**src/hdl/mac_mem_pkg.sv**
```systemverilog
//==========================================================
// shared widths, word types, download indices, region map,
// disk image sizes and clock-enable phase constants
//==========================================================
`default_nettype none

package mac_mem_pkg;

  // word and byte geometry
  localparam int WORD_W  = 16;
  localparam int BYTE_W  = 8;
  localparam int LANES   = WORD_W / BYTE_W;
  localparam int ADDR_W  = 9;
  localparam int INDEX_W = 8;

  typedef logic [WORD_W-1:0] word_t;
  typedef logic [ADDR_W-1:0] addr_t;
  // lane 1 is the upper byte
  typedef logic [LANES-1:0]  lanes_t;

  //==========================================================
  // download indices and memory map
  //==========================================================
  localparam logic [INDEX_W-1:0] IDX_ROM      = 8'd0;
  localparam logic [INDEX_W-1:0] IDX_DISK_INT = 8'd1;
  localparam logic [INDEX_W-1:0] IDX_DISK_EXT = 8'd2;

  localparam addr_t ROM_BASE      = addr_t'(0);
  localparam addr_t DISK_INT_BASE = addr_t'(128);
  localparam addr_t DISK_EXT_BASE = addr_t'(256);

  // each region wraps at this many words
  localparam int REGION_WORDS = 128;

  // image sizes in words, scaled down from 800k and 400k floppies
  localparam int DISK_DS_WORDS = 64;
  localparam int DISK_SS_WORDS = 32;

  //==========================================================
  // clock-enable phases and reset timing
  //==========================================================
  localparam int DIV_W = 3;

  localparam logic [DIV_W-1:0] CEP_PHASE = 3'd0;
  localparam logic [DIV_W-1:0] CEN_PHASE = 3'd4;
  localparam logic [DIV_W-1:0] CEL_PHASE = 3'd7;

  localparam int SYNC_STAGES = 5;
  localparam int RST_CNT_W   = 4;

endpackage

`default_nettype wire

```
**src/hdl/phase_gen.sv**
```systemverilog
//==========================================================
// free-running phase divider with registered
// cep, cen, cel and pixel clock enables
//==========================================================
`default_nettype none

module phase_gen (
  input  wire  RESET,
  input  wire  clk_sys,
  output logic cep_o,
  output logic cen_o,
  output logic cel_o,
  output logic cepix_o
);

  import mac_mem_pkg::*;

  logic [DIV_W-1:0] div;

  // strobe is high the cycle after the divider sat on its phase
  always_ff @(posedge clk_sys or posedge RESET) begin
    if (RESET) begin
      div     <= '0;
      cep_o   <= 1'b0;
      cen_o   <= 1'b0;
      cel_o   <= 1'b0;
      cepix_o <= 1'b0;
    end else begin
      div     <= div + 1'b1;
      cep_o   <= (div == CEP_PHASE);
      cen_o   <= (div == CEN_PHASE);
      cel_o   <= (div == CEL_PHASE);
      // pixel enable runs at twice the cpu phase rate
      cepix_o <= (div[1:0] == 2'b00);
    end
  end

endmodule

`default_nettype wire

```
**config.mk**
```make
export PLATFORM = sky130hd
export DESIGN_NAME = phase_gen
export DESIGN_NICKNAME = d
export VERILOG_FILES = /design/src/hdl/mac_mem_pkg.sv /design/src/hdl/phase_gen.sv
export SDC_FILE = /design/constraint.sdc
export NUM_CORES = 1
export LEC_CHECK = 0
export ABC_AREA = 1
export BUFFER_PORTS_ARGS = -buffer_cell sky130_fd_sc_hd__buf_2
export CAP_MARGIN = 20
export CELL_PAD_IN_SITES_DETAIL_PLACEMENT = 1
export CELL_PAD_IN_SITES_GLOBAL_PLACEMENT = 1
export CORE_AREA = 8 8 45 47
export CTS_CLUSTER_DIAMETER = 80
export DETAILED_ROUTE_END_ITERATION = 8
export DIE_AREA = 0 0 53 55
export PLACE_DENSITY = 0.5
export REMOVE_ABC_BUFFERS = 1
export SETUP_SLACK_MARGIN = 0.02
export SYNTH_ARGS = -nofsm -noshare
export SYNTH_HDL_FRONTEND = slang
export SYNTH_SLANG_ARGS = --single-unit
```
**constraint.sdc**
```tcl
create_clock -name clk_sys -period 0.9 [get_ports clk_sys]
set_input_delay 0.135 -clock clk_sys [delete_from_list [all_inputs] [get_ports clk_sys]]
set_output_delay 0.135 -clock clk_sys [all_outputs]
set_load 0.1 [all_outputs]
```
=== Word level (Yosys, flattened, before mapping) ===
Cells that the tools add are included.

* $add $sub $neg: 1
* Equal/unequal tests: 2
* Reductions and logical operators: 2

{| class="wikitable"
|+ Operator list
! kind !! count
|-
| $eq 3x3->1 const B || 2
|-
| $add 3x1->3 const B || 1
|-
| $logic_not 3->1 || 1
|-
| $logic_not 2->1 || 1
|}

* Register bits: 7
* Logic and storage cells: 10

=== Depth between registers and ports, before layout ===
* Depth in word-level cells: 1
* Depth in mapped cells: 4
* Gate-level depth less buffers: 4

=== Least setup slack after synthesis ===
Ideal clock, no wire load.

* Path kind: flip-flop to output port
* Start point: register cel_o
* End point: output cel_o
* Arrival: 0.883 ns
* Data required time: 0.765 ns
* Setup slack: -0.118 ns
* Stages on the path, launching flop included: 1
* Path buffers: 0
* Cells stage by stage: dfrtp_1

{| class="wikitable"
|+ RTL lines
! item !! line !! text
|-
| from (decl) || phase_gen.sv:12 || <nowiki>output logic cel_o,</nowiki>
|-
| from (signal assigned) || phase_gen.sv:32 || <nowiki>cel_o <= (div == CEL_PHASE);</nowiki>
|}

No word-level cell between the ends.

=== Final worst setup path ===
* Start point: register cepix_o
* End point: output cepix_o

{| class="wikitable"
|+ RTL lines
! item !! line !! text
|-
| from (decl) || phase_gen.sv:13 || <nowiki>output logic cepix_o</nowiki>
|-
| from (signal assigned) || phase_gen.sv:34 || <nowiki>cepix_o <= (div[1:0] == 2'b00);</nowiki>
|}

No word-level cell between the ends.

==> results by group <==
Worst setup path
  – R2R setup slack: 0 ns
  – Delay-heaviest family, CP: flip-flops
  – Worst path max stage delay: 0.39 ns
  – CP startpoint kind: flip-flop
  – Slowest cell on crit path: dfrtp_1
  – CP Data Required Time: 0.76 ns
  – Buffers & Inverters on Critical Path: 1
  – Critical path, cell by cell: buf_12
  – WP data arrival: 0.82 ns
  – Worst Path Max Fanout: 1
  – Nature of the critical path endpoint: primary output
  – Setup Crit Path Kind: flip-flop to primary output

Synth
  – Largest family of logic cells by synthesized area: adder cells
  – Yosys warns: 0
  – Gate Count Post-Synth: 18
  – Cell Area, Synth: 254 um2
  – Sequential fraction of the synthesis area: 0.690
  – Synth Area in Compound Gates: 0
  – Simple-gate portion of the synthesized area: 0.0394
  – Leading area contributor after synthesis: dfrtp_1
  – Xor and xnor area share after synthesis: 0
  – Post-synthesis cell type count: 5
  – Area contributors post-synth: dfrtp_1, ha_1, inv_1, nor2_2, nand2_1
  – Post-Synth Adder-Cell Area: 0.197
  – Synth top area share: 0.690
  – Mux cell area share after synthesis: 0
  – Synth Register Bits: 7
  – Synth Area per Inst: 14.1 um2

Power and ir drop
  – PwrDens: between 1000 and 1500 nW/um2
  – Leakage: 0.000210 uW
  – Power, Total: between 600 and 700 uW
  – Peak supply drop: 0.666 mV

Drt
  – WL met3: between 60 and 70 um
  – DR pass1 iterations: 2
  – Top sig layer: met4
  – DR WL met2: between 150 and 200 um
  – Routed len/inst: 9.16 um
  – DRC: 0
  – DR vias/cell: between 3 and 4
  – Met1 WL: about 150 um
  – DR iter-0 viols: 3
  – ANT nets after route: 0
  – Routed vias: 158
  – DRT Wirelength: 412 um

STA
  – Worst-margin pin slew: 0.255 ns
  – Clock Skew: 0.00220 ns
  – Minimum clock period: 0.951 ns
  – Setup-failing EPs final: 4
  – Fmax: between 1000 and 1500 MHz
  – Fin crit share: 1.06
  – Max_slew headroom: 0.830
  – RSZ-0062 raised after global routing: true
  – Slew Viols, Final: 0
  – Final WS setup: -0.0506 ns
  – Hold Fails Final Rpt: 0

Finish
  – Fin cells: 45
  – Layout cells sized above 1: 0.586
  – Area Overhead vs Synth: 72.9%
  – Most common cell after layout, fill and taps aside: dfrtp_1
  – Most frequent cells in the layout: dfrtp_1, buf_12, clkbuf_4
  – Nets: 36
  – Fill cell count: 147
  – Ant diodes: 0

Floorplanning
  – FP Rows: 14
  – I/O pin cnt: 6
  – Core ar.: between 1000 and 1500 um2
  – Initial core utilization: 0.184
  – Die W: between 50 and 60 um
  – Die Area: between 2000 and 3000 um2
  – DIE HEIGHT: ~55 um

GRT
  – Overall Global Routing Usage: 0.0418
  – GR Overflow Total: 0
  – Largest net degree at the start of global routing: 8
  – First-pass GRT wire length: between 700 and 800 um
  – Initial antenna violation count: 0
  – Number of global-route vias before repair: ~200

Worst hold path
  – Worst min path class: primary input to asynchronous set/reset pin

CTS
  – Clock Tree Buf Depth: 2
  – Clock buffer count from CTS: 3
  – CTS root buf: clkbuf_4
  – CTS Sinks: 7
  – Clock slew seen by the registers of the worst setup and hold paths: about 0.05 ns
  – CTS tree: done
  – H-tree levels: 1
  – Clk_lat worst skew: 0.25 ns

Run
  – # Max-Cap Violations: 0

Outcome
  – Failing checks: setup timing
  – Status: finished, violations left

Place
  – # port buffers: 5
  – Final Wtd Congestion: 0.669
  – Setup Slack @ Placement: -0.0517 ns
  – Placed cells: 39
==> path summary, 6_finish.rpt <==
kind | start | end | depth (start not counted)
min in group clk_sys | div[0] | div[0] | 1
max reg2reg | div[1] | div[2] | 2
max in group asynchronous | RESET | cel_o | 3
min | RESET | cep_o | 3
max | cepix_o | cepix_o | 1
min reg2reg | div[0] | div[0] | 1
==> power breakdown <==
part / switching [uW] / internal, uW
registers: 0 / 315
clock network: 112 / 169
logic: 6.64 / 4.66
==> final cells by class <==
cell class	count	area (um2)	area share
clock buffer	4	26.3	0.0598
timing repair buffer	7	106	0.242
tap	16	20.0	0.0456
sequential	7	175	0.399
inverter	5	21.3	0.0484
multi-input combinational	6	90.1	0.205
==> sequential cells by signal (all words and copies together) (netlist names) <==
| signal | flops |
|---|---|
| cel_o | 1 |
| cep_o | 1 |
| div | 3 |
| cen_o | 1 |
| cepix_o | 1 |
==> metal layers <==
layer,track usage,up-vias
met2,0.0547,8
met1,0.0340,74
li1,-,72
met3,0.0374,4
met4,0.0517,0
met5,0,-
==> timing repair <==
action | 4_1_cts | 5_1_grt
gates cloned | 0 | 0
pin swaps | 1 | 1
resized for setup | 3 | 7
hold buffers | 1 | 0
hold endpoints to repair | 7 | 0
setup endpoints to repair | 5 | 8
setup buffers | 1 | 0
==> cells in the mapped netlist <==
| cell type | count |
|---|---|
| dfrtp_1 | 7 |
| inv_1 | 5 |
| ha_1 | 4 |
| nand2_1 | 1 |
| nor2_2 | 1 |
==> per-stage QoR <==
stage / util / cell area [um2] / TNS [ns] / hold slack [ns]
2_1_floorplan: - / 254 / -0.497 / -0.0616
3_3_place_gp: 0.259 / 359 / -0.0283 / 0.0688
3_5_place_dp: 0.259 / 359 / -0.0517 / 0.0770
4_1_cts: 0.302 / 418 / -0.235 / 0.362
5_1_grt: 0.317 / 439 / -0.352 / 0.384
6_report: 0.317 / 439 / -0.183 / 0.356
==> cells by family after synthesis <==
| family | after synthesis |
|---|---|
| DFF | 7 |
| buffers and inverters | 5 |
| adders and majority gates | 4 |
| and+or+nand+nor | 2 |
(Power assumes the default switching activity.)
