`config.mk`:
```
export PLATFORM = sky130hd
export DESIGN_NAME = reset_seq
export DESIGN_NICKNAME = d
export VERILOG_FILES = /design/src/hdl/mac_mem_pkg.sv /design/src/hdl/reset_seq.sv
export SDC_FILE = /design/constraint.sdc
export NUM_CORES = 1
export LEC_CHECK = 0
export ABC_AREA = 1
export BUFFER_PORTS_ARGS = -buffer_cell sky130_fd_sc_hd__buf_2
export CORE_AREA = 8 8 45 47
export CTS_CLUSTER_SIZE = 10
export DETAILED_ROUTE_END_ITERATION = 7
export DIE_AREA = 0 0 53 55
export PLACE_DENSITY = 0.49
export SLEW_MARGIN = 20
export SYNTH_ARGS = -nofsm -noshare
export SYNTH_HDL_FRONTEND = slang
export SYNTH_SLANG_ARGS = --single-unit
```
`constraint.sdc`:
```
create_clock -name clk_sys -period 2.8 [get_ports clk_sys]
set_input_delay 0.56 -clock clk_sys [delete_from_list [all_inputs] [get_ports clk_sys]]
set_output_delay 0.56 -clock clk_sys [all_outputs]
set_load 0.03 [all_outputs]
```
`src/hdl/mac_mem_pkg.sv`:
```
//==========================================================
// shared widths, word types, download indices, region map,
// disk image sizes and clock-enable phase constants
//==========================================================
`default_nettype none

package mac_mem_pkg;

  // word and byte geometry
  localparam int WORD_W  = 16;
  localparam int BYTE_W  = 8;
  localparam int LANES   = WORD_W / BYTE_W;
  localparam int ADDR_W  = 9;
  localparam int INDEX_W = 8;

  typedef logic [WORD_W-1:0] word_t;
  typedef logic [ADDR_W-1:0] addr_t;
  // lane 1 is the upper byte
  typedef logic [LANES-1:0]  lanes_t;

  //==========================================================
  // download indices and memory map
  //==========================================================
  localparam logic [INDEX_W-1:0] IDX_ROM      = 8'd0;
  localparam logic [INDEX_W-1:0] IDX_DISK_INT = 8'd1;
  localparam logic [INDEX_W-1:0] IDX_DISK_EXT = 8'd2;

  localparam addr_t ROM_BASE      = addr_t'(0);
  localparam addr_t DISK_INT_BASE = addr_t'(128);
  localparam addr_t DISK_EXT_BASE = addr_t'(256);

  // each region wraps at this many words
  localparam int REGION_WORDS = 128;

  // image sizes in words, scaled down from 800k and 400k floppies
  localparam int DISK_DS_WORDS = 64;
  localparam int DISK_SS_WORDS = 32;

  //==========================================================
  // clock-enable phases and reset timing
  //==========================================================
  localparam int DIV_W = 3;

  localparam logic [DIV_W-1:0] CEP_PHASE = 3'd0;
  localparam logic [DIV_W-1:0] CEN_PHASE = 3'd4;
  localparam logic [DIV_W-1:0] CEL_PHASE = 3'd7;

  localparam int SYNC_STAGES = 5;
  localparam int RST_CNT_W   = 4;

endpackage

`default_nettype wire

```
`src/hdl/reset_seq.sv`:
```
//==========================================================
// reset synchronizer and stretched system reset
//==========================================================
`default_nettype none

module reset_seq (
  input  wire  RESET,
  input  wire  clk_sys,
  input  wire  pll_locked_i,
  input  wire  user_reset_i,
  input  wire  cen_i,
  output logic sys_reset_n_o
);

  import mac_mem_pkg::*;

  logic [SYNC_STAGES-1:0] sync_q;
  logic                   sync_reset;
  logic                   hold;
  logic [RST_CNT_W-1:0]   rst_cnt;

  // asserts with RESET, drains one stage per clock
  always_ff @(posedge clk_sys or posedge RESET) begin
    if (RESET) begin
      sync_q <= '1;
    end else begin
      sync_q <= {sync_q[SYNC_STAGES-2:0], 1'b0};
    end
  end

  assign sync_reset = sync_q[SYNC_STAGES-1];

  // any of these restarts the stretch
  assign hold = sync_reset | ~pll_locked_i | user_reset_i;

  // stretch counter, reloaded while hold is high and drained by cen
  always_ff @(posedge clk_sys) begin
    if (hold) begin
      rst_cnt <= '1;
    end else if (cen_i && (rst_cnt != '0)) begin
      rst_cnt <= rst_cnt - 1'b1;
    end
  end

  always_ff @(posedge clk_sys or posedge RESET) begin
    if (RESET) begin
      sys_reset_n_o <= 1'b0;
    end else begin
      sys_reset_n_o <= ~hold && (rst_cnt == '0);
    end
  end

endmodule

`default_nettype wire

```
After elaboration in Yosys (flattened, before gate mapping)
Index checks and enable logic that the tools add are counted.
{"block": "op_classes", "bitwise_logic": 4, "n_reduce_logical": 4, "addsub": 1}
{"op": "$logic_not A4 Y1", "n": 1}
{"op": "$reduce_bool A4 Y1", "n": 1}
{"op": "$sub A4 B1 Y4 const B", "n": 1}
{"op": "$logic_and A1 B1 Y1", "n": 2}
{"op": "$not A1 Y1", "n": 2}
{"op": "$or A1 B1 Y1", "n": 2}
{"block": "totals", "reg_bits": 10}

Longest topological paths before layout
{"block": "depth", "ltp_word": 5, "mapped_depth": 7}

Worst setup path after synthesis
Ideal clock, no wire load.
{"block": "synth_timing", "path_type": "input to register", "start": "input port pll_locked_i", "end": "register rst_cnt[2]", "path_stages": 4, "setup_slack_ns": 1.735, "arrival_time_ns": 0.946, "path_cell_list": "inv_1 -> nor3_4 -> nand2_1 -> o21bai_1"}
{"block": "synth_via", "elab_chain_cells": 3}
{"element": "start: declaration", "line_no": "reset_seq.sv:9", "text": "input wire pll_locked_i,"}
{"element": "$not A1 Y1", "line_no": "reset_seq.sv:34", "text": "assign hold = sync_reset | ~pll_locked_i | user_reset_i;"}
{"element": "$or A1 B1 Y1 (2 in a row)", "line_no": "reset_seq.sv:34"}
{"element": "end signal: assignment", "line_no": "reset_seq.sv:41", "text": "rst_cnt <= rst_cnt - 1'b1;"}
{"element": "end: declaration", "line_no": "reset_seq.sv:20", "text": "logic [RST_CNT_W-1:0] rst_cnt;"}
Every way passes these cells.
A chain may end at the register's enable or synchronous reset.

Final worst setup path
{"block": "layout_timing", "start": "register sys_reset_n_o", "end": "output port sys_reset_n_o"}
{"element": "start: declaration", "line_no": "reset_seq.sv:12", "text": "output logic sys_reset_n_o"}
{"element": "start signal: assignment", "line_no": "reset_seq.sv:49", "text": "sys_reset_n_o <= ~hold && (rst_cnt == '0);"}
No word-level cell between the ends.

==> results.yml <==
global_routing:
  grt-ovfl-total: 0
  grt_first_pass_wirelength_um: 1120
  antenna_found_initial: 0
  grt_pass1_vias: 274
  grt_max_degree: 7
  grt_usage_pct: 5.88
placed_design:
  dpl.hpwl_um: 517
  port-buffer-count: 5
  gp_congestion: 0.764
critical_path:
  critPathSlowestCell: "dfrtp_1"
  required_ns: 2.24
  startpoint_type: "flip-flop"
  crit_family: "flip-flops"
  path_cells: "buf_2"
  crit_arrival_ns: 0.79
  endpoint_kind: "output port"
  path_max_fanout: 1
  path_buf_inv: 1
  slowest_delay_ns: 0.36
  crit_type: "flip-flop to output port"
final_layout:
  fillCellCount: 144
  antenna_cells: 0
  finalNetCount: 60
  drive_gt1_share_pct: 35.8
  area_growth_pct: 17.2
  finalCoreUtilization_pct: 35.1
floorplanning:
  core_area_mm2: 0.00138
  fp.dieH_um: 55
  placementRows: 14
  fp.dieArea_mm2: 0.00292
  ios: 6
  die_width_um: 53
  start_util_pct: 29.9
sta:
  fmax_ghz: 0.741
  drv_slew: 0
  period_share_pct: 48.2
  period_needed_ns: 1.35
  rsz0062_at_grt: "no"
  hold_viol_final: 0
  clock_skew_ns: 0.00827
  tns_ns: 0
  setup-violations-final: 0
routing:
  initialDrtViolationCount: 8
  wl_per_cell_um: 9.61
  drt-vias-per-instance: 4.22
  dr.pass1.iters: 4
  wirelength_um: 663
  drcViolationCount: 0
  ant_nets: 0
  vias: 291
clocking:
  htree_levels: 1
  cts-root-buf: "clkbuf_4"
  cts_sinks: 10
  ctsHoldBuffers: 0
  postCtsSetupBuffers: 0
  clk_pin_slew_ns: 0.07
  clockBufferDepth: 2
  clock_latency_ns: 0.26
  cts_tree: "built"
  cts_resized: 0
  cts_made_buffers: 3
status:
  status: "completed"
logic_synthesis:
  synth-seq-cells: 10
  netlist_area_um2: 414
  synth_cells: 44
  ys_warn_count: 0
  synth_fp_nets: 50
  seq_area_frac_synth_pct: 57.1
  synth_cell_types: 17
  syn-mean-instance-area_um2: 9.41
pwr:
  ir_worst_vdd_uv: 266
  powerDensity_mw_per_mm2: 554
  power.leakage_nw: 0.259
min_path:
  hold_class: "input pin to async pin"
run:
  maxCapViolCount: 0
==> layer usage <==
layer	wire length (um)	GRT usage, %	part of all wire (%)
met5	0	0	0
met4	19	5.17	2.9
met3	69	5.08	10
met2	265	8.40	40
met1	308	5.10	46
==> per-stage QoR <==
| step | total power, mW | hold WS (ns) | worst slack (ns) | instances | area (um2) |
|---|---|---|---|---|---|
| after detailed placement | 0.171 | 0.347 | 1.56 | 65 | 459 |
| after floorplan | 0.165 | 0.345 | 1.74 | 44 | 414 |
| after global routing | 0.288 | 0.181 | 1.40 | 69 | 485 |
| final | 0.269 | 0.191 | 1.45 | 69 | 485 |
| after CTS | 0.275 | 0.188 | 1.43 | 69 | 485 |
| after global placement | 0.171 | 0.346 | 1.58 | 65 | 459 |
==> cell type report <==
| type | instances | area [um2] | share of cell area [%] |
|---|---|---|---|
| clock buffers | 4 | 26.3 | 5.41 |
| inverters | 9 | 33.8 | 6.96 |
| multi-input cells | 25 | 144 | 29.6 |
| flip-flops and latches | 10 | 236 | 48.7 |
| well taps | 16 | 20.0 | 4.12 |
| repair buffers | 5 | 25.0 | 5.15 |
==> final timing paths <==
kind | from | endpoint | slack (ns) | depth (start not counted)
max | sys_reset_n_o | sys_reset_n_o | 1.45 | 1
min | RESET | sys_reset_n_o | 0.19 | 2
max reg2reg | rst_cnt[0] | rst_cnt[1] | 1.70 | 7
min reg2reg | sync_q[2] | sync_q[3] | 0.35 | 0
max in group asynchronous | RESET | sync_q[1] | 2.35 | 2
min in group clk_sys | sync_q[2] | sync_q[3] | 0.35 | 0
==> cells in the mapped netlist <==
cell type  count  share of area (%)
nor3_4         1                3.9
nor2_1         1               0.91
nor4_1         1                1.5
nand3_1        4                4.8
o21bai_1       1                1.8
nand4_1        1                1.5
dfxtp_1        4                 19
nand2_2        1                1.5
ha_1           1                3.0
nor2_2         2                3.0
nand2_4        1                2.7
dfrtp_1        1                6.0
nand2_1       10                9.1
dfstp_2        5                 32
inv_2          1               0.91
inv_1          8                7.3
conb_1         1               0.91
==> cell usage in the layout (no fill, tap or decap) <==
cell type / synthesis / layout
clkbuf_1: 0 / 1
clkbuf_4: 0 / 3
nor2_1: 1 / 1
o21bai_1: 1 / 1
nand3_1: 4 / 4
nor4_1: 1 / 1
nor3_4: 1 / 1
buf_2: 0 / 5
conb_1: 1 / 1
dfxtp_1: 4 / 4
inv_2: 1 / 1
ha_1: 1 / 1
nor2_2: 2 / 2
inv_1: 8 / 8
nand2_1: 10 / 10
nand2_4: 1 / 1
nand4_1: 1 / 1
nand2_2: 1 / 1
dfrtp_1: 1 / 1
dfstp_2: 5 / 5
==> cells by family (layout without fill, tap and decap cells) <==
kind of cell	Yosys count	after routing	share of synthesized area [%]
AND/OR/NAND/NOR	22	22	29.0
other	1	1	0.905
flip-flops	10	10	57.1
adder cells (fa/ha/maj)	1	1	3.02
AO/OA/AOI/OAI	1	1	1.81
buffers and inverters	9	18	8.16
==> state kept, by name, indices dropped and copies added, names as in the netlist <==
signal,count
rst_cnt,4
sync_q,5
sys_reset_n_o,1
==> report_power, final <==
part           switching [mW]  internal (mW)  total, mW
Clock                  0.0458         0.0549      0.101
Sequential            0.00240          0.151      0.154
Combinational         0.00907        0.00564     0.0147
No activity file was read; power rests on OpenSTA's default activity.
