[src/hdl/mac_mem_pkg.sv]
//==========================================================
// shared widths, word types, download indices, region map,
// disk image sizes and clock-enable phase constants
//==========================================================
`default_nettype none

package mac_mem_pkg;

  // word and byte geometry
  localparam int WORD_W  = 16;
  localparam int BYTE_W  = 8;
  localparam int LANES   = WORD_W / BYTE_W;
  localparam int ADDR_W  = 9;
  localparam int INDEX_W = 8;

  typedef logic [WORD_W-1:0] word_t;
  typedef logic [ADDR_W-1:0] addr_t;
  // lane 1 is the upper byte
  typedef logic [LANES-1:0]  lanes_t;

  //==========================================================
  // download indices and memory map
  //==========================================================
  localparam logic [INDEX_W-1:0] IDX_ROM      = 8'd0;
  localparam logic [INDEX_W-1:0] IDX_DISK_INT = 8'd1;
  localparam logic [INDEX_W-1:0] IDX_DISK_EXT = 8'd2;

  localparam addr_t ROM_BASE      = addr_t'(0);
  localparam addr_t DISK_INT_BASE = addr_t'(128);
  localparam addr_t DISK_EXT_BASE = addr_t'(256);

  // each region wraps at this many words
  localparam int REGION_WORDS = 128;

  // image sizes in words, scaled down from 800k and 400k floppies
  localparam int DISK_DS_WORDS = 64;
  localparam int DISK_SS_WORDS = 32;

  //==========================================================
  // clock-enable phases and reset timing
  //==========================================================
  localparam int DIV_W = 3;

  localparam logic [DIV_W-1:0] CEP_PHASE = 3'd0;
  localparam logic [DIV_W-1:0] CEN_PHASE = 3'd4;
  localparam logic [DIV_W-1:0] CEL_PHASE = 3'd7;

  localparam int SYNC_STAGES = 5;
  localparam int RST_CNT_W   = 4;

endpackage

`default_nettype wire

[src/hdl/mem_arbiter.sv]
//==========================================================
// round-robin arbiter between loader and cpu port,
// memory port mux and cpu read return
//==========================================================
`default_nettype none

module mem_arbiter (
  input  wire                 RESET,
  input  wire                 clk_sys,
  input  wire                 ld_valid_i,
  input  mac_mem_pkg::addr_t  ld_addr_i,
  input  mac_mem_pkg::word_t  ld_data_i,
  input  wire                 cpu_valid_i,
  input  wire                 cpu_we_i,
  input  mac_mem_pkg::addr_t  cpu_addr_i,
  input  mac_mem_pkg::lanes_t cpu_lanes_i,
  input  mac_mem_pkg::word_t  cpu_wdata_i,
  input  mac_mem_pkg::word_t  mem_rdata_i,
  output logic                ld_ready_o,
  output logic                cpu_ready_o,
  output logic                cpu_rd_valid_o,
  output mac_mem_pkg::word_t  cpu_rdata_o,
  output logic                mem_en_o,
  output logic                mem_we_o,
  output mac_mem_pkg::addr_t  mem_addr_o,
  output mac_mem_pkg::lanes_t mem_lanes_o,
  output mac_mem_pkg::word_t  mem_wdata_o
);

  import mac_mem_pkg::*;

  logic live_q;
  logic last_cpu;
  logic rd_tag;
  logic grant_ld;
  logic grant_cpu;

  // the loser of the last contested cycle goes first
  assign grant_ld  = live_q & ld_valid_i & (~cpu_valid_i | last_cpu);
  assign grant_cpu = live_q & cpu_valid_i & ~grant_ld;

  assign ld_ready_o  = grant_ld;
  assign cpu_ready_o = grant_cpu;

  //==========================================================
  // memory port mux, loader words always write both lanes
  //==========================================================
  assign mem_en_o    = grant_ld | grant_cpu;
  assign mem_we_o    = grant_ld | cpu_we_i;
  assign mem_addr_o  = grant_ld ? ld_addr_i : cpu_addr_i;
  assign mem_lanes_o = grant_ld ? lanes_t'('1) : cpu_lanes_i;
  assign mem_wdata_o = grant_ld ? ld_data_i : cpu_wdata_i;

  always_ff @(posedge clk_sys or posedge RESET) begin
    if (RESET) begin
      live_q   <= 1'b0;
      last_cpu <= 1'b0;
      rd_tag   <= 1'b0;
    end else begin
      live_q <= 1'b1;
      if (live_q && ld_valid_i && cpu_valid_i) begin
        last_cpu <= grant_cpu;
      end
      // read data of an accepted cpu read returns next cycle
      rd_tag <= grant_cpu & ~cpu_we_i;
    end
  end

  assign cpu_rd_valid_o = rd_tag;
  assign cpu_rdata_o    = mem_rdata_i;

endmodule

`default_nettype wire

[config.mk]
export PLATFORM = sky130hd
export DESIGN_NAME = mem_arbiter
export DESIGN_NICKNAME = d
export VERILOG_FILES = /design/src/hdl/mac_mem_pkg.sv /design/src/hdl/mem_arbiter.sv
export SDC_FILE = /design/constraint.sdc
export NUM_CORES = 1
export LEC_CHECK = 0
export BUFFER_PORTS_ARGS = -buffer_cell sky130_fd_sc_hd__buf_2
export CAP_MARGIN = 25
export CORE_MARGIN = 1.5
export CORE_UTILIZATION = 25
export DETAILED_ROUTE_END_ITERATION = 12
export PLACE_DENSITY = 0.82
export SLEW_MARGIN = 20
export SYNTH_ARGS = -nofsm -noshare
export SYNTH_HDL_FRONTEND = slang
export SYNTH_SLANG_ARGS = --single-unit
[constraint.sdc]
create_clock -name clk_sys -period 1.9 [get_ports clk_sys]
set_input_delay 0.285 -clock clk_sys [delete_from_list [all_inputs] [get_ports clk_sys]]
set_output_delay 0.285 -clock clk_sys [all_outputs]
set_load 0.05 [all_outputs]
# Yosys cells after proc, flatten, opt, wreduce, memory -nomap -nowiden
# Cells that the tools add are included.
dict set report word_totals {
  in_bits 73
  output_inout_bits 48
  ff_bits 3
  elab_cells 19
}
dict set report classes {
  n_reduce_logical 2
  bitwise 11
  muxes 3
}
# operator n
set ops {}
lappend ops {{16-bit two-way mux} 1}
lappend ops {{9-bit two-way mux} 1}
lappend ops {{1-bit AND} 5}
lappend ops {{1-bit inverter} 3}
lappend ops {{1-bit OR} 3}
lappend ops {{1-bit logical AND} 2}
lappend ops {{2-bit two-way mux} 1}

# Depth between registers and ports, before layout
# Gate-level depths: netlist of run 1.
dict set report depth {
  depth_word 6
  mapped_depth 5
  mapped_depth_nobuf 3
}

# Worst setup path after synthesis of run 1
# No wires, ideal clock.
dict set report synth_path {
  kind {flip-flop to output port}
  startpoint {reg last_cpu}
  endpoint {out mem_wdata_o[10]}
  path_stages_with_launch 5
  path_buffers 2
  slack_ps 354
  required_time_ps 1615
  t_arrival_ps 1261
  path_cell_list {dfrtp_1 o211ai_2 buf_6 buf_8 mux2_4}
}
dict set report synth_between {
  elab_chain_cells 3
}
# item line
set synth_rtl {}
lappend synth_rtl {{from (decl)} mem_arbiter.sv:33} ;# logic last_cpu;
lappend synth_rtl {{from (signal assigned)} mem_arbiter.sv:62} ;# last_cpu <= grant_cpu;
lappend synth_rtl {{1-bit OR} mem_arbiter.sv:39} ;# assign grant_ld = live_q & ld_valid_i & (~cpu_valid_i | last_cpu);
lappend synth_rtl {{1-bit AND} mem_arbiter.sv:39}
lappend synth_rtl {{16-bit two-way mux} mem_arbiter.sv:52} ;# assign mem_wdata_o = grant_ld ? ld_data_i : cpu_wdata_i;
lappend synth_rtl {{to (decl)} mem_arbiter.sv:27} ;# output mac_mem_pkg::word_t mem_wdata_o
# Every way passes these cells.

# Worst setup path after layout of run 1
dict set report layout_path {
  startpoint {reg last_cpu}
  endpoint {out mem_addr_o[5]}
}
dict set report layout_between {
  elab_chain_cells 3
}
# item line
set layout_rtl {}
lappend layout_rtl {{1-bit OR} mem_arbiter.sv:39}
lappend layout_rtl {{1-bit AND} mem_arbiter.sv:39}
lappend layout_rtl {{9-bit two-way mux} mem_arbiter.sv:50} ;# assign mem_addr_o = grant_ld ? ld_addr_i : cpu_addr_i;
lappend layout_rtl {{to (decl)} mem_arbiter.sv:25} ;# output mac_mem_pkg::addr_t mem_addr_o,
# Every way passes these cells.

==> results of run 1 <==
## layout by cell type (no fill, tap or decap), drive strengths merged
cell type / n
buf: 94
o21a: 1
nand3: 1
a21oi: 1
xnor2: 1
inv: 3
dlygate4sd3: 1
conb: 1
nor2b: 1
dfrtp: 3
nand2: 1
o211ai: 1
nand2b: 3
mux2: 25
clkbuf: 4
## synth_stat cells (2+ instances only)
cell type | number | share of area
mux2_2 | 19 | 0.35
buf_4 | 17 | 0.21
mux2_4 | 6 | 0.15
dfrtp_1 | 3 | 0.12
nand2b_1 | 3 | 0.030
inv_1 | 2 | 0.012
## report_power, final
group / total, mW / internal [mW] / switching, mW
combinational: 0.724 / 0.332 / 0.392
sequential: 0.0904 / 0.0778 / 0.0126
clock: 0.112 / 0.0786 / 0.0329
total: 0.926 / 0.488 / 0.437
## worst paths after layout
kind / start / endpoint / slack (ps) / depth (start not counted)
setup / recovery: last_cpu$_DFFE_PP0P_ / mem_addr_o[5] / 8 / 5
hold reg to reg: last_cpu$_DFFE_PP0P_ / last_cpu$_DFFE_PP0P_ / 620 / 2
min in group asynchronous: RESET / cpu_rd_valid_o$_DFF_PP0_ / 460 / 3
max in group asynchronous: RESET / live_q$_DFF_PP0_ / 1300 / 3
hold / removal: cpu_we_i / cpu_rd_valid_o$_DFF_PP0_ / 220 / 2
setup reg to reg: last_cpu$_DFFE_PP0P_ / cpu_rd_valid_o$_DFF_PP0_ / 1000 / 3
## registers in the layout, summed over array words and instances (netlist names)
register,flops
live_q,1
last_cpu,1
cpu_rd_valid_o,1
## critical path, stage by stage, from the launching register on
cell	delay [ps]
dfrtp_1	390
o211ai_4	230
buf_12	150
buf_12	130
mux2_4	320
buf_8	150
## area by class of cell
class                   count  area (um2)  share of cell area
inverters                   3       11.26            0.008467
repair buffers             95       738.2              0.5550
well taps                  28       35.03             0.02634
multi-input cells          36       444.2              0.3340
clock buffers               4       26.28             0.01976
flip-flops and latches      3       75.07             0.05644
## timing repair
item	CTS	global route
buffers inserted	4	0
hold endpoints to repair	3	0
pin swaps	1	1
hold buffers	1	0
gates cloned	2	0
endpoints found under the setup margin	23	25
gates resized for setup	50	30
## metrics by stage
stage | instance area (um2) | util | TNS, ps | std cells
detailed placement | 957.2 | 0.4206 | 0 | 159
global route | 1330 | 0.5844 | -836.3 | 169
floorplan | 615.6 | - | 0 | 61
global placement | 957.2 | 0.4206 | 0 | 159
CTS | 1245 | 0.5470 | -6.533 | 170
finish | 1330 | 0.5844 | 0 | 169
## cells by family after synthesis
group | Yosys count
other | 1
multiplexers | 25
XOR/XNOR | 1
buffers and inverters | 22
flip-flops | 3
AO/OA/AOI/OAI | 3
AND/OR/NAND/NOR | 6
## routing by layer
| layer | routed length (um) | part of all wire |
|---|---|---|
| met1 | 774 | 0.32 |
| met2 | 1276 | 0.52 |
| met3 | 324 | 0.13 |
| met4 | 67 | 0.027 |
| met5 | 0 | 0 |
==> out/metrics.cfg, run 1 <==
[critical_path]
worstPathMaxFanout=8
crit_arrival_ps=1610
worst_setup_path_start_kind=flip-flop
cp-end-kind=primary output
crit_required_ps=1620
worst-setup-path-type=flip-flop to primary output

[global_route]
use_met3=0.05429
grt_antenna_before_repair=0
busiest_layer=met2
grt-ovfl-total=0
grt_pass1_vias=742
grt_max_degree=12
grt_pass1_wl_mm=3.070
use_met2=0.3063
grt_usage=0.1558
use_met1=0.1480

[power_and_ir_drop]
p_total_mw=0.9255
ir_worst_vdd_mv=0.5565
powerDensity_mw_per_mm2=695.9
cellLeakagePower_nw=0.7821

[placed_design]
portBuffers=88
place_hpwl_mm=1.615
globalplace.congestion=0.6678
post-place-ws_ps=200.1

[drt]
initialDrtViolationCount=2
drc=0
drt-total-wl_mm=2.443
firstDrtPassIters=2
vias_per_cell=4.521
antenna_left=0
wl_per_cell_um=14.46
vias=764

[floorplanning]
die_h_um=52.62
rows=17
coreArea_mm2=0.002276
initial_core_util=0.2705
io_pins=121
die_area_mm2=0.002769
die_w_um=52.62

[clock_tree]
cts_sinks=3
clk_pin_slew_worst_paths_ps=40
cts-root-buf=clkbuf_4
numCtsBuffers=3
cts_tree=built
insertion_delay_ps=230
htree_levels=1
max-clock-path-buffers=2

[yosys]
muxShareOfSynthArea=0.4939
synthSimpleGateAreaFrac=0.05488
async_reset_ff_frac=1.000
synth.avg_cell_area_um2=10.09
synth-edff-count=0
ys_seq_area_frac=0.1220
synth-compound-area-share=0.04065
synth_cell_type_count=17
yosys_register_bits=3
yosys_warnings=0
syn_area_um2=615.6
synth_top_family_by_area=multiplexers
ys.flop_type=dfrtp_1
postSynthCellCount=61
syn-num-nets=134
synth_fa_ha_area_frac=0
synthXorXnorAreaFrac=0.01423

[outcome]
run_status=complete, no violations

[sta]
period_minus_slack_ps=1892
fmax_mhz=528.5
slew_viol_final=0
rsz0062_at_grt=true
fin_worst_skew_ps=4.070
finalSetupViolCount=0
fin_ws_ps=7.824
holdWs_ps=221.7
fin_crit_sh=0.9959
hold_viol=0

[layout]
final_layout_size_suffix_gt1_frac=0.8794
antenna_cells=0
fin_nets=215
syn2layout_area_growth_pct=116.1
fillerInstances=206

[flow_run]
cap_violations=0

[min_path]
hold_class=primary input to flip-flop

(Power assumes the default switching activity.)
==> run 2, diff against run 1 <==
--- a/config.mk
+++ b/config.mk
@@ -5,12 +5,12 @@
 export SDC_FILE = /design/constraint.sdc
 export NUM_CORES = 1
 export LEC_CHECK = 0
-export BUFFER_PORTS_ARGS = -buffer_cell sky130_fd_sc_hd__buf_2
 export CAP_MARGIN = 25
-export CORE_MARGIN = 1.5
-export CORE_UTILIZATION = 25
+export CORE_AREA = 2 2 47 49
 export DETAILED_ROUTE_END_ITERATION = 12
-export PLACE_DENSITY = 0.82
+export DIE_AREA = 0 0 49 51
+export DONT_BUFFER_PORTS = 1
+export PLACE_DENSITY = 0.47
 export SLEW_MARGIN = 20
 export SYNTH_ARGS = -nofsm -noshare
 export SYNTH_HDL_FRONTEND = slang
==> constraint.sdc (replaced) <==
create_clock -name clk_sys -period 2.1 [get_ports clk_sys]
set_input_delay 0.315 -clock clk_sys [delete_from_list [all_inputs] [get_ports clk_sys]]
set_output_delay 0.315 -clock clk_sys [all_outputs]
set_load 0.05 [all_outputs]
==> out/metrics.cfg, run 2 (same netlist as run 1, synthesis figures left out) <==
[critical_path]
worstPathMaxFanout=15  ; +7
worstSetupStartpoint=last_cpu$_DFFE_PP0P_
rrSetupSlack_ps=1090  ; +90 ps
crit_required_ps=1780  ; +160 ps
crit_arrival_ps=1570  ; -40 ps
r2r_end=cpu_rd_valid_o$_DFF_PP0_
r2r-start=live_q$_DFF_PP0_
r2r_cells=4  ; +1
worst_setup_path_start_kind=flip-flop
crit_end=mem_addr_o[2]
cp-end-kind=primary output
worst-setup-path-type=flip-flop to primary output

[global_route]
grt_max_degree=16  ; +4
grt-ovfl-total=0  ; unchanged
grt_pass1_wl_mm=1.552  ; -49%
grt_usage=0.08453  ; -0.07131
grt_pass1_vias=371  ; -50%
grt_antenna_before_repair=0  ; unchanged

[placed_design]
dp_cells=77  ; -52%
portBuffers=0  ; -100%
post_dp_cell_area_um2=549.3  ; -43%
globalplace.congestion=0.6626  ; -0.78%

[clock_tree]
cts_sinks=3  ; unchanged
insertion_delay_ps=230  ; about the same
postCtsSetupRepairBufs=0  ; -4
cts_resized=0  ; -100%
clk_pin_slew_worst_paths_ps=30  ; about the same
max-clock-path-buffers=2  ; unchanged
cts-root-buf=clkbuf_4
htree_levels=1  ; unchanged
cts_hold_buffers=1  ; unchanged
cts_tree=built
numCtsBuffers=3  ; unchanged

[layout]
antenna_cells=0  ; unchanged
final_cell_mix=19 x mux2_2, 7 x buf_4, 6 x mux2_4
syn2layout_area_growth_pct=-4.878
fillerInstances=221  ; +7.3%
regArea_um2=75.07  ; unchanged
final_layout_size_suffix_gt1_frac=0.6852  ; -0.1942
multiInputGateArea_um2=375.4  ; -15%
final_common_cell=mux2_2
post-route-cell-area_um2=585.6  ; -56%
fin_nets=128  ; -40%
final_cells=82  ; -51%

[drt]
drc=0  ; unchanged
wl_per_cell_um=15.55  ; +7.6%
vias=419  ; -45%
initialDrtViolationCount=0  ; -2
antenna_left=0  ; unchanged
firstDrtPassIters=1  ; -1
drt-total-wl_mm=1.275  ; -48%
vias_per_cell=5.110  ; +13%

[sta]
finalSetupViolCount=0  ; unchanged
hold_viol=0  ; unchanged
rsz0062_at_grt=false
fin_worst_skew_ps=0.04681  ; -4.023 ps
fin_crit_sh=0.8964
period_minus_slack_ps=1882
slew_viol_final=0  ; unchanged
fmax_mhz=531.2
tns_ps=0  ; unchanged

[min_path]
hold_start=cpu_we_i
hold_class=primary input to flip-flop

[flow_run]
cap_violations=0  ; unchanged

[floorplanning]
die_w_um=49  ; -6.9%
io_pins=121  ; unchanged
rows=17  ; unchanged
initial_core_util=0.2984  ; +0.02788
coreArea_mm2=0.002063  ; -9.3%
die_h_um=51  ; -3.1%
die_area_mm2=0.002499  ; -9.7%

[power_and_ir_drop]
ir_worst_vdd_mv=0.3130  ; -44%
cellLeakagePower_nw=0.2696  ; -66%
powerDensity_mw_per_mm2=960.8  ; +38%

[outcome]
run_status=complete, no violations

## run 2: per-stage QoR
step | total power [mW] | hold WS (ps) | setup WS, ps | util
2_1_floorplan | 0.5248 | 68.64 | 523.5 | -
3_3_place_gp | 0.4627 | 88.06 | 477.9 | 0.2662
3_5_place_dp | 0.4660 | 89.90 | 453.6 | 0.2662
4_1_cts | 0.5729 | 134.3 | 198.9 | 0.2838
5_1_grt | 0.5894 | 128.6 | 143.6 | 0.2838
6_report | 0.5626 | 143.4 | 217.5 | 0.2838
## run 2: how the worst min path moves through the flow
stage / depth (start not counted) / slack (ps) / end
after floorplan: 1 / 70 / cpu_rd_valid_o$_DFF_PP0_
after global placement: 1 / 90 / cpu_rd_valid_o$_DFF_PP0_
after detailed placement: 1 / 90 / live_q$_DFF_PP0_
after CTS: 1 / 130 / cpu_rd_valid_o$_DFF_PP0_
after global routing: 1 / 130 / cpu_rd_valid_o$_DFF_PP0_
final: 1 / 140 / cpu_rd_valid_o$_DFF_PP0_
## run 2: worst max-delay path, stage by stage, from the launching register on
cell and delay, ps:
dfrtp_1 400, o211ai_2 190, buf_4 260, mux2_2 490
## run 2: final cells by class
type | count | area share
Sequential cell | 3 | 0.1282
Clock buffer | 4 | 0.04487
Multi-Input combinational cell | 36 | 0.6410
Tap cell | 28 | 0.05983
Timing Repair Buffer | 8 | 0.1068
Inverter | 3 | 0.01923
## run 2: layer usage
| metal | up-vias | global-route usage | routed length, um |
|---|---|---|---|
| met2 | 66 | 0.1461 | 646 |
| li1 | 175 | - | - |
| met5 | - | 0 | 0 |
| met1 | 172 | 0.06195 | 324 |
| met4 | 0 | 0.06190 | 25 |
| met3 | 6 | 0.06725 | 278 |
## run 2: where the power goes
group | total [mW] | internal (mW) | switching (mW)
clock | 0.0998 | 0.0711 | 0.0287
combinational | 0.376 | 0.0982 | 0.278
sequential | 0.0868 | 0.0703 | 0.0165
